**src/hdl/dcore_const_pkg.sv**
```systemverilog
package dcore_const_pkg;

    ////////////////////////////////////////
    // lane and datapath widths
    ////////////////////////////////////////

    // interleaved ADC slices per clk_adc cycle
    localparam int n_ti = 16;

    // magnitude bits of one slice, sign travels separately
    localparam int n_adc = 8;

    // phase interpolator code width
    localparam int n_pi = 9;

    // number of PI control outputs
    localparam int n_out = 4;

    // per-output scale select
    localparam int n_sel = 4;

    ////////////////////////////////////////
    // prbs polynomial x^7 + x^6 + 1
    ////////////////////////////////////////

    localparam int prbs_order = 7;

    // second feedback tap
    localparam int prbs_tap = 6;

    // generator start state, any nonzero value works
    localparam logic [prbs_order-1:0] prbs_seed = {prbs_order{1'b1}};

    // granularity of the PI wrap point
    localparam int scale_step = 16;

endpackage
```
**src/hdl/dcore_types_pkg.sv**
```systemverilog
package dcore_types_pkg;

    import dcore_const_pkg::*;

    ////////////////////////////////////////
    // opcodes and states
    ////////////////////////////////////////

    // bit source feeding the checker
    typedef enum logic {
        src_adc  = 1'b0,
        src_bist = 1'b1
    } prbs_src_e;

    typedef enum logic {
        st_settle = 1'b0,
        st_run    = 1'b1
    } ctrl_state_e;

    ////////////////////////////////////////
    // datapath words
    ////////////////////////////////////////

    // raw sign-magnitude word from the ADC, lane 0 earliest
    typedef struct packed {
        logic [n_ti-1:0][n_adc-1:0] mag;
        logic [n_ti-1:0]            sign;
    } adc_word_t;

    // two's complement codes, one extra bit for the sign
    typedef struct packed {
        logic [n_ti-1:0][n_adc:0] code;
        logic [n_ti-1:0]          bits;
    } code_word_t;

    // static configuration, held steady while running
    typedef struct packed {
        logic [3:0]                  loop_shift;
        prbs_src_e                   prbs_src;
        logic [n_out-1:0][n_sel-1:0] max_sel;
        logic [n_out-1:0][n_pi-1:0]  pi_offset;
    } dcore_cfg_t;

    typedef struct packed {
        logic [n_out-1:0][n_pi-1:0] code;
    } pi_ctl_t;

    typedef struct packed {
        logic [31:0] err_count;
        logic [31:0] total_count;
    } prbs_stats_t;

endpackage

```
**src/hdl/dcore_top.sv**
```systemverilog
module dcore_top #(
    parameter int settle_cycles = 32,
    parameter int count_width   = 32
) (
    input  logic                          clk_adc,
    input  logic                          cdr_rstb,
    input  dcore_types_pkg::adc_word_t    adc_word_i,
    input  dcore_types_pkg::dcore_cfg_t   cfg_i,
    input  logic                          inj_err_i,
    output logic                          ctl_valid_o,
    output dcore_types_pkg::pi_ctl_t      pi_ctl_o,
    output dcore_types_pkg::prbs_stats_t  prbs_stats_o
);
    import dcore_const_pkg::*;
    import dcore_types_pkg::*;

    logic             loop_en;
    logic             check_en;
    code_word_t       code_word;
    logic [n_pi-1:0]  phase;
    logic [n_ti-1:0]  bist_bits;

    dcore_ctrl #(
        .settle_cycles(settle_cycles)
    ) ctrl_i (
        .clk_adc    (clk_adc),
        .cdr_rstb   (cdr_rstb),
        .ctl_valid_o(ctl_valid_o),
        .loop_en_o  (loop_en),
        .check_en_o (check_en)
    );

    ////////////////////////////////////////
    // CDR path
    ////////////////////////////////////////

    adc_unfold unfold_i (
        .clk_adc    (clk_adc),
        .cdr_rstb   (cdr_rstb),
        .adc_word_i (adc_word_i),
        .code_word_o(code_word)
    );

    mm_cdr_loop cdr_i (
        .clk_adc     (clk_adc),
        .cdr_rstb    (cdr_rstb),
        .code_word_i (code_word),
        .loop_en_i   (loop_en),
        .loop_shift_i(cfg_i.loop_shift),
        .phase_o     (phase)
    );

    pi_code_map pi_map_i (
        .clk_adc    (clk_adc),
        .cdr_rstb   (cdr_rstb),
        .phase_i    (phase),
        .max_sel_i  (cfg_i.max_sel),
        .pi_offset_i(cfg_i.pi_offset),
        .pi_ctl_o   (pi_ctl_o)
    );

    ////////////////////////////////////////
    // BIST
    ////////////////////////////////////////

    prbs_bist_gen bist_gen_i (
        .clk_adc    (clk_adc),
        .cdr_rstb   (cdr_rstb),
        .inj_err_i  (inj_err_i),
        .bist_bits_o(bist_bits)
    );

    prbs_checker #(
        .count_width(count_width)
    ) checker_i (
        .clk_adc    (clk_adc),
        .cdr_rstb   (cdr_rstb),
        .check_en_i (check_en),
        .prbs_src_i (cfg_i.prbs_src),
        .adc_bits_i (code_word.bits),
        .bist_bits_i(bist_bits),
        .stats_o    (prbs_stats_o)
    );

endmodule

```
**src/hdl/prbs_checker.sv**
```systemverilog
module prbs_checker #(
    parameter int count_width = 32
) (
    input  logic                              clk_adc,
    input  logic                              cdr_rstb,
    input  logic                              check_en_i,
    input  dcore_types_pkg::prbs_src_e        prbs_src_i,
    input  logic [dcore_const_pkg::n_ti-1:0]  adc_bits_i,
    input  logic [dcore_const_pkg::n_ti-1:0]  bist_bits_i,
    output dcore_types_pkg::prbs_stats_t      stats_o
);
    import dcore_const_pkg::*;
    import dcore_types_pkg::*;

    localparam int pop_w = $clog2(n_ti + 1);

    logic [n_ti-1:0]             rx_q;
    logic                        rx_en_q;
    logic [prbs_order-1:0]       hist_q;
    logic                        hist_ok_q;
    logic [n_ti+prbs_order-1:0]  ext;
    logic [n_ti-1:0]             err_bits;
    logic [pop_w-1:0]            err_pop;
    logic [count_width-1:0]      err_cnt_q;
    logic [count_width-1:0]      total_cnt_q;

    // first stage registers the chosen source
    always_ff @(posedge clk_adc) begin
        rx_q   <= (prbs_src_i == src_bist) ? bist_bits_i : adc_bits_i;
        hist_q <= rx_q[n_ti-1 -: prbs_order];
    end

    ////////////////////////////////////////
    // self-synchronizing prediction
    ////////////////////////////////////////

    // received history, so one flip hits three checks
    always_comb begin
        ext     = {rx_q, hist_q};
        err_pop = '0;
        for (int k = 0; k < n_ti; k++) begin
            err_bits[k] = rx_q[k] ^ ext[k] ^ ext[k + prbs_order - prbs_tap];
            err_pop     = err_pop + pop_w'(err_bits[k]);
        end
    end

    // the first enabled word only seeds the history
    always_ff @(posedge clk_adc or negedge cdr_rstb) begin
        if (!cdr_rstb) begin
            rx_en_q     <= 1'b0;
            hist_ok_q   <= 1'b0;
            err_cnt_q   <= '0;
            total_cnt_q <= '0;
        end else begin
            rx_en_q   <= check_en_i;
            hist_ok_q <= rx_en_q;
            if (rx_en_q && hist_ok_q) begin
                err_cnt_q   <= err_cnt_q + count_width'(err_pop);
                total_cnt_q <= total_cnt_q + count_width'(n_ti);
            end
        end
    end

    always_comb begin
        stats_o.err_count   = 32'(err_cnt_q);
        stats_o.total_count = 32'(total_cnt_q);
    end

endmodule

```
**src/hdl/prbs_bist_gen.sv**
```systemverilog
module prbs_bist_gen (
    input  logic                              clk_adc,
    input  logic                              cdr_rstb,
    input  logic                              inj_err_i,
    output logic [dcore_const_pkg::n_ti-1:0]  bist_bits_o
);
    import dcore_const_pkg::*;

    // lfsr_q[0] holds the newest bit
    logic [prbs_order-1:0] lfsr_q;
    logic [prbs_order-1:0] lfsr_d;
    logic [n_ti-1:0]       word_d;

    // unroll n_ti steps, lane 0 first
    always_comb begin
        logic fb;
        fb     = 1'b0;
        lfsr_d = lfsr_q;
        for (int k = 0; k < n_ti; k++) begin
            fb        = lfsr_d[prbs_order-1] ^ lfsr_d[prbs_tap-1];
            word_d[k] = fb;
            lfsr_d    = {lfsr_d[prbs_order-2:0], fb};
        end
    end

    always_ff @(posedge clk_adc or negedge cdr_rstb) begin
        if (!cdr_rstb) begin
            lfsr_q <= prbs_seed;
        end else begin
            lfsr_q <= lfsr_d;
        end
    end

    // flip lane 0 only on the output, state stays clean
    always_ff @(posedge clk_adc) begin
        bist_bits_o <= word_d ^ {{(n_ti-1){1'b0}}, inj_err_i};
    end

endmodule

```
**src/hdl/pi_code_map.sv**
```systemverilog
module pi_code_map (
    input  logic                                                          clk_adc,
    input  logic                                                          cdr_rstb,
    input  logic [dcore_const_pkg::n_pi-1:0]                              phase_i,
    input  logic [dcore_const_pkg::n_out-1:0][dcore_const_pkg::n_sel-1:0] max_sel_i,
    input  logic [dcore_const_pkg::n_out-1:0][dcore_const_pkg::n_pi-1:0]  pi_offset_i,
    output dcore_types_pkg::pi_ctl_t                                      pi_ctl_o
);
    import dcore_const_pkg::*;

    logic [n_out-1:0][n_pi-1:0] scale;
    logic [n_out-1:0][n_pi-1:0] fold_q;

    ////////////////////////////////////////
    // per-output wrap and offset
    ////////////////////////////////////////

    always_comb begin
        for (int j = 0; j < n_out; j++) begin
            // never zero, smallest wrap is scale_step-1
            scale[j] = (n_pi'(max_sel_i[j]) + 1'b1) * n_pi'(scale_step) - 1'b1;
            // offset is static config, added after the fold register
            pi_ctl_o.code[j] = fold_q[j] + pi_offset_i[j];
        end
    end

    // folded phase, zero in reset so outputs sit at their offsets
    always_ff @(posedge clk_adc or negedge cdr_rstb) begin
        if (!cdr_rstb) begin
            fold_q <= '0;
        end else begin
            for (int j = 0; j < n_out; j++) begin
                fold_q[j] <= phase_i % scale[j];
            end
        end
    end

endmodule

```
**src/hdl/mm_cdr_loop.sv**
```systemverilog
module mm_cdr_loop (
    input  logic                                 clk_adc,
    input  logic                                 cdr_rstb,
    input  dcore_types_pkg::code_word_t          code_word_i,
    input  logic                                 loop_en_i,
    input  logic [3:0]                           loop_shift_i,
    output logic [dcore_const_pkg::n_pi-1:0]     phase_o
);
    import dcore_const_pkg::*;

    localparam int code_w = n_adc + 1;
    // two products per lane, summed over all lanes
    localparam int sum_w = code_w + 2 + $clog2(n_ti);

    logic signed [code_w-1:0]  prev_code;
    logic                      prev_bit;
    logic signed [sum_w-1:0]   pd_sum;
    logic signed [sum_w-1:0]   pd_step;

    // d is +1 for a one and -1 for a zero
    function automatic logic signed [sum_w-1:0] times_bit(
        input logic signed [code_w-1:0] c,
        input logic                     d
    );
        logic signed [sum_w-1:0] c_ext;
        c_ext = c;
        return d ? c_ext : -c_ext;
    endfunction

    ////////////////////////////////////////
    // Mueller-Muller phase detector
    ////////////////////////////////////////

    always_comb begin
        logic signed [code_w-1:0] c_prev;
        logic signed [code_w-1:0] c_cur;
        logic                     d_prev;
        logic                     d_cur;
        pd_sum = '0;
        c_prev = prev_code;
        d_prev = prev_bit;
        for (int k = 0; k < n_ti; k++) begin
            c_cur  = $signed(code_word_i.code[k]);
            d_cur  = code_word_i.bits[k];
            pd_sum = pd_sum + times_bit(c_cur, d_prev) - times_bit(c_prev, d_cur);
            c_prev = c_cur;
            d_prev = d_cur;
        end
    end

    // loop gain as a power of two
    assign pd_step = pd_sum >>> loop_shift_i;

    // integrator wraps naturally at 2^n_pi
    always_ff @(posedge clk_adc or negedge cdr_rstb) begin
        if (!cdr_rstb) begin
            prev_code <= '0;
            prev_bit  <= 1'b0;
            phase_o   <= '0;
        end else begin
            // last lane becomes lane -1 of the next word
            prev_code <= $signed(code_word_i.code[n_ti-1]);
            prev_bit  <= code_word_i.bits[n_ti-1];
            if (loop_en_i) begin
                phase_o <= phase_o + pd_step[n_pi-1:0];
            end
        end
    end

endmodule

```
**src/hdl/adc_unfold.sv**
```systemverilog
module adc_unfold (
    input  logic                         clk_adc,
    input  logic                         cdr_rstb,
    input  dcore_types_pkg::adc_word_t   adc_word_i,
    output dcore_types_pkg::code_word_t  code_word_o
);
    import dcore_const_pkg::*;
    import dcore_types_pkg::*;

    code_word_t unfolded;

    ////////////////////////////////////////
    // sign-magnitude to two's complement
    ////////////////////////////////////////

    // sign low means a negative sample
    always_comb begin
        for (int k = 0; k < n_ti; k++) begin
            if (adc_word_i.sign[k]) begin
                unfolded.code[k] = {1'b0, adc_word_i.mag[k]};
            end else begin
                unfolded.code[k] = -{1'b0, adc_word_i.mag[k]};
            end
            // slicer decision is just the sign
            unfolded.bits[k] = adc_word_i.sign[k];
        end
    end

    // one retiming stage ahead of the loop
    always_ff @(posedge clk_adc or negedge cdr_rstb) begin
        if (!cdr_rstb) begin
            code_word_o <= '0;
        end else begin
            code_word_o <= unfolded;
        end
    end

endmodule

```
**src/hdl/dcore_ctrl.sv**
```systemverilog
module dcore_ctrl #(
    parameter int settle_cycles = 32
) (
    input  logic clk_adc,
    input  logic cdr_rstb,
    output logic ctl_valid_o,
    output logic loop_en_o,
    output logic check_en_o
);
    import dcore_types_pkg::*;

    localparam int cnt_w = (settle_cycles > 1) ? $clog2(settle_cycles) : 1;
    localparam logic [cnt_w-1:0] cnt_last = cnt_w'(settle_cycles - 1);

    ctrl_state_e       state;
    logic [cnt_w-1:0]  settle_cnt;

    // wait out the settling window once per reset
    always_ff @(posedge clk_adc or negedge cdr_rstb) begin
        if (!cdr_rstb) begin
            state      <= st_settle;
            settle_cnt <= '0;
        end else begin
            case (state)
                st_settle: begin
                    if (settle_cnt == cnt_last) begin
                        state <= st_run;
                    end else begin
                        settle_cnt <= settle_cnt + 1'b1;
                    end
                end
                // run is held until the next reset
                default: begin
                    state <= st_run;
                end
            endcase
        end
    end

    // loop and checker start together with valid
    always_comb begin
        ctl_valid_o = (state == st_run);
        loop_en_o   = (state == st_run);
        check_en_o  = (state == st_run);
    end

endmodule

```
**config.mk**
```make
export PLATFORM = sky130hd
export DESIGN_NAME = dcore_top
export DESIGN_NICKNAME = d
export VERILOG_FILES = /design/src/hdl/dcore_const_pkg.sv /design/src/hdl/dcore_types_pkg.sv /design/src/hdl/dcore_top.sv /design/src/hdl/prbs_checker.sv /design/src/hdl/prbs_bist_gen.sv /design/src/hdl/pi_code_map.sv /design/src/hdl/mm_cdr_loop.sv /design/src/hdl/adc_unfold.sv /design/src/hdl/dcore_ctrl.sv
export SDC_FILE = /design/constraint.sdc
export NUM_CORES = 2
export LEC_CHECK = 0
export ABC_CLOCK_PERIOD_IN_PS = 9430
export BUFFER_PORTS_ARGS = -buffer_cell sky130_fd_sc_hd__buf_2
export CORE_AREA = 3 3 260 262
export CTS_CLUSTER_SIZE = 10
export DETAILED_ROUTE_END_ITERATION = 10
export DIE_AREA = 0 0 263 265
export PLACE_DENSITY = 0.82
export SLEW_MARGIN = 10
export SYNTH_ARGS = -nofsm -noshare
export SYNTH_HDL_FRONTEND = slang
export SYNTH_SLANG_ARGS = --single-unit
```
**constraint.sdc**
```tcl
create_clock -name clk_adc -period 9.43 [get_ports clk_adc]
set_clock_uncertainty 0.15 [all_clocks]
set_input_delay 2.829 -clock clk_adc [delete_from_list [all_inputs] [get_ports clk_adc]]
set_output_delay 2.829 -clock clk_adc [all_outputs]
set_load 0.005 [all_outputs]
```
==> reports/results.txt <==
The run finished, with violations left. The final reports fail on negative setup slack. For the number of antenna-violating nets in the routed design, the log shows 0. Slew at the pin with the worst max-slew slack: 1037 ps.

For the setup slack of the critical path after layout, the log shows -1275 ps. The largest single stage delay on the critical path is 640 ps. In the final layout, the share of cells above drive strength 1 is 33.09%. The I/O pin total was 305; the count of flip-flops with a built-in enable after synthesis was 0.

Path type of the worst min-delay path: flop to flop. Counting the buffers created by CTS gives 42. The netlist uses 109 different library cells. Setup total negative slack on the finished layout was measured at -32,230 ps. Global routing used 33.96% of the available tracks. The most numerous cell type found on the critical path is sky130_fd_sc_hd__fa_1. In this run the most used layer during global routing was met2. TritonCTS built the clock tree.

Cells fill 74.51% of the core in the end. The tools report the worst-case clock buffer depth as 3. The hold path endpoint is checker_i.hist_q[1]. The peak fanout along the critical path was 5; the global route total overflow was 0. Number of fill cells in the layout: 4,157. Leaving out fill and tap cells, the most frequent cell in the layout is sky130_fd_sc_hd__buf_4. The cell sitting at the root of the clock tree is a sky130_fd_sc_hd__clkbuf_16. Entering global routing, the biggest net connects 164 pins. In this run the critical register-to-register path is launched from unfold_i.code_word_o[36]. The initial utilization of the core area, before any placement, comes to 56.61%.

Relative to the synthesized area, the layout overhead comes to 31.62%. Synthesis produced 3,906 cells. For this run, global-route usage on met3 was measured as 6.516%. The number of cell instances on the worst register-to-register path is 37. The worst setup path is of the flop to flop kind. The tools report the final count of pins violating max slew as 0. For this run, the top clock speed supported by timing is 93.42 MHz.

For this run, asynchronously set or reset flops after synthesis account for 88.15%. The final layout contains routed wiring with a total length of 124,500 µm. The tools report the DRC violation total after the first TritonRoute iteration as 3,007. From left edge to right edge, the die measures 263 µm.

Synthesis warning total: 0. Max-cap violations in this run came to 0. The first global-routing pass estimated 187,400 µm of wire.

Global routing used 59.02% of the available met2 tracks. For the final weighted congestion of routability-driven global placement, the log shows 1.040. In the layout the commonest cells are 850 x sky130_fd_sc_hd__buf_4, 441 x sky130_fd_sc_hd__nor2_1, 424 x sky130_fd_sc_hd__xnor2_1, 385 x sky130_fd_sc_hd__fa_1, 325 x sky130_fd_sc_hd__inv_1. Cell with the biggest individual delay on the critical path: sky130_fd_sc_hd__fa_1.

The mapped netlist covers 0.03715 mm². The worst hold path passes through 0 cells. The met1 track demand over resource came out at 39.98%. The wire-length estimate of the detail-placed layout is 95,120 µm. The mean routed wirelength per cell was 21.19 µm; the number of synthesized register bits was 329.

The number of nets in the finished design was 5,782; the final standard cell count with taps included and fillers excluded was 5,873. The logs give 0.06563 mm² for the placeable core region and 30.86% for the worst max-slew margin expressed relative to the limit. The synthesized area divided by synthesized cell count was 9.512 µm²; the number of placed instances, taps included was 5,709. The residual DRC count is 0.

Clock-pin slew on the worst setup and hold paths: 60 ps. The pre-antenna-repair detailed-routing pass consisted of 6 iterations. The later pin in the worst-skew pair is clocked with a latency of 600 ps. Source of the worst hold timing path: checker_i.rx_q[10]. Number of antenna violations at the first check in global routing: 8. Via count: 34,090. At the worst endpoint, the required time is 9740 ps. The synthesized netlist devotes 11.08% of its cell area to compound gates. The vias per cell is 5.805, and the arrival time at the worst endpoint is 11,020 ps. The tools report the count of endpoints failing setup in the final report as 44.

The worst setup path is launched from a flop. Total count of hold-check failures in the final report: 0. For this run, the leading register cell type out of synthesis is sky130_fd_sc_hd__dfrtp_1. Of the post-synthesis cell area, the part taken by muxes is 5.493%. Of the total synthesized cell area, the portion taken by full adders, half adders and majority gates is 28.68%. The total of buffers placed on input and output ports came out at 300. The count of hold-fix buffers inserted at cts is 0.

STA classifies the critical path endpoint as a flop. The number of placement rows was 94. The largest family of logic cells by synthesized area was adder cells. The share of the Yosys chip area taken by registers is 21.66%. Summing the areas of all xor and xnor instances in the mapped netlist gives 15.38% of the synthesized area. The final critical-path required period works out to 10,700 ps.

In this run the vertical extent of the chip is 265 µm. In this run the number of H-tree levels came out at 2. The share of synthesized cell area in and, or, nand and nor gates came out at 12.67%.

The tools report the destination of the worst register-to-register timing path as cdr_i.phase_o[8]. In the finished design, the share of the clock period the worst path needs comes to 113.5%. The run gives 35,190 as the via count of the first global-routing pass. Clock tree synthesis found a total of 329 sinks. The tightest hold path in the finished design has a slack of 206.7 ps. Setup repair after global routing could not meet its margin everywhere. The worst setup slack for register-to-register paths came out at -1270 ps. The full die area is 0.06970 mm².
-- sequential cells by signal (all words and copies together) (netlist names), 9 cells and up --
signal                  count
cdr_i.phase_o               9
cdr_i.prev_code             9
bist_gen_i.bist_bits_o     16
pi_map_i.fold_q            36
checker_i.rx_q             16
checker_i.total_cnt_q      28
checker_i.err_cnt_q        32
unfold_i.code_word_o      160
-- per-stage QoR --
step | worst slack (ps) | instance area [µm²]
2_1_floorplan | -1958 | 38150
3_3_place_gp | -1656 | 45890
3_5_place_dp | -1798 | 45890
4_1_cts | -1141 | 47950
5_1_grt | -1612 | 48900
6_report | -1275 | 48900
-- synth_stat cells, drive strengths merged, types with 45 or more instances --
cell type	instances	share of area (%)
dfrtp	283	19
clkbuf	108	1.1
fa	416	22
o21ai	78	1.1
a21o	56	1.1
inv	346	3.5
mux2	75	2.3
ha	182	6.1
nand2	147	1.5
a21oi	326	4.4
mux2i	116	3.2
nor3	72	0.98
nand3	45	0.61
xor2	192	4.5
xnor2	457	11
nor2	468	4.7
-- cell type report --
cell class,instances,area (µm²),area share [%]
sequential,329,8050,16.46
inverter,348,1309,2.676
tap,864,1081,2.211
clock inverter,11,131.4,0.2687
antenna,8,20.02,0.04094
timing repair buffer,1166,8144,16.65
multi-input combinational,3093,29030,59.36
clock buffer,54,1136,2.323
-- cells by family after synthesis --
family,count (synthesis)
AND/OR/NAND/NOR,996
other,1
buffers and inverters,487
XOR/XNOR,649
AO/OA/AOI/OAI,649
flip-flops,329
adder cells (fa/ha/maj),603
multiplexers,192
-- per-layer routing --
layer | part of all wire (%) | up-vias
met3 | 8.4 | 560
met5 | 0 | -
li1 | - | 15170
met1 | 36 | 16610
met2 | 49 | 1756
met4 | 6.9 | 0
-- worst max-delay path by stage --
stage | start | to | slack, ps | cells past startpoint
floorplan | cfg_i[44] | pi_map_i.fold_q[19] | -1960 | 41
CTS | cfg_i[44] | pi_map_i.fold_q[23] | -1140 | 45
global placement | cfg_i[44] | pi_map_i.fold_q[23] | -1660 | 44
detailed placement | cfg_i[44] | pi_map_i.fold_q[23] | -1800 | 45
finish | unfold_i.code_word_o[36] | cdr_i.phase_o[8] | -1270 | 37
global route | cfg_i[44] | pi_map_i.fold_q[25] | -1610 | 49
-- worst max-delay path, delay by kind of cell, from the launching register on --
| kind | cells | cell delay [ps] |
|---|---|---|
| xor+xnor | 2 | 310 |
| compound gates | 12 | 1960 |
| simple gates | 4 | 1100 |
| fa+ha+maj | 11 | 5000 |
| mux | 3 | 950 |
| buf+inv | 5 | 660 |
| flops | 1 | 440 |
-- what timing repair did --
| item | in CTS | in global routing |
|---|---|---|
| endpoints found under the hold margin | 0 | 0 |
| gates resized for setup | 102 | 138 |
| setup endpoints to repair | 43 | 45 |
| pin swaps | 67 | 170 |
| buffers inserted | 52 | 43 |
Power is not shown: default switching activity piles up to over one toggle a cycle in this logic, so the estimate is an artifact.
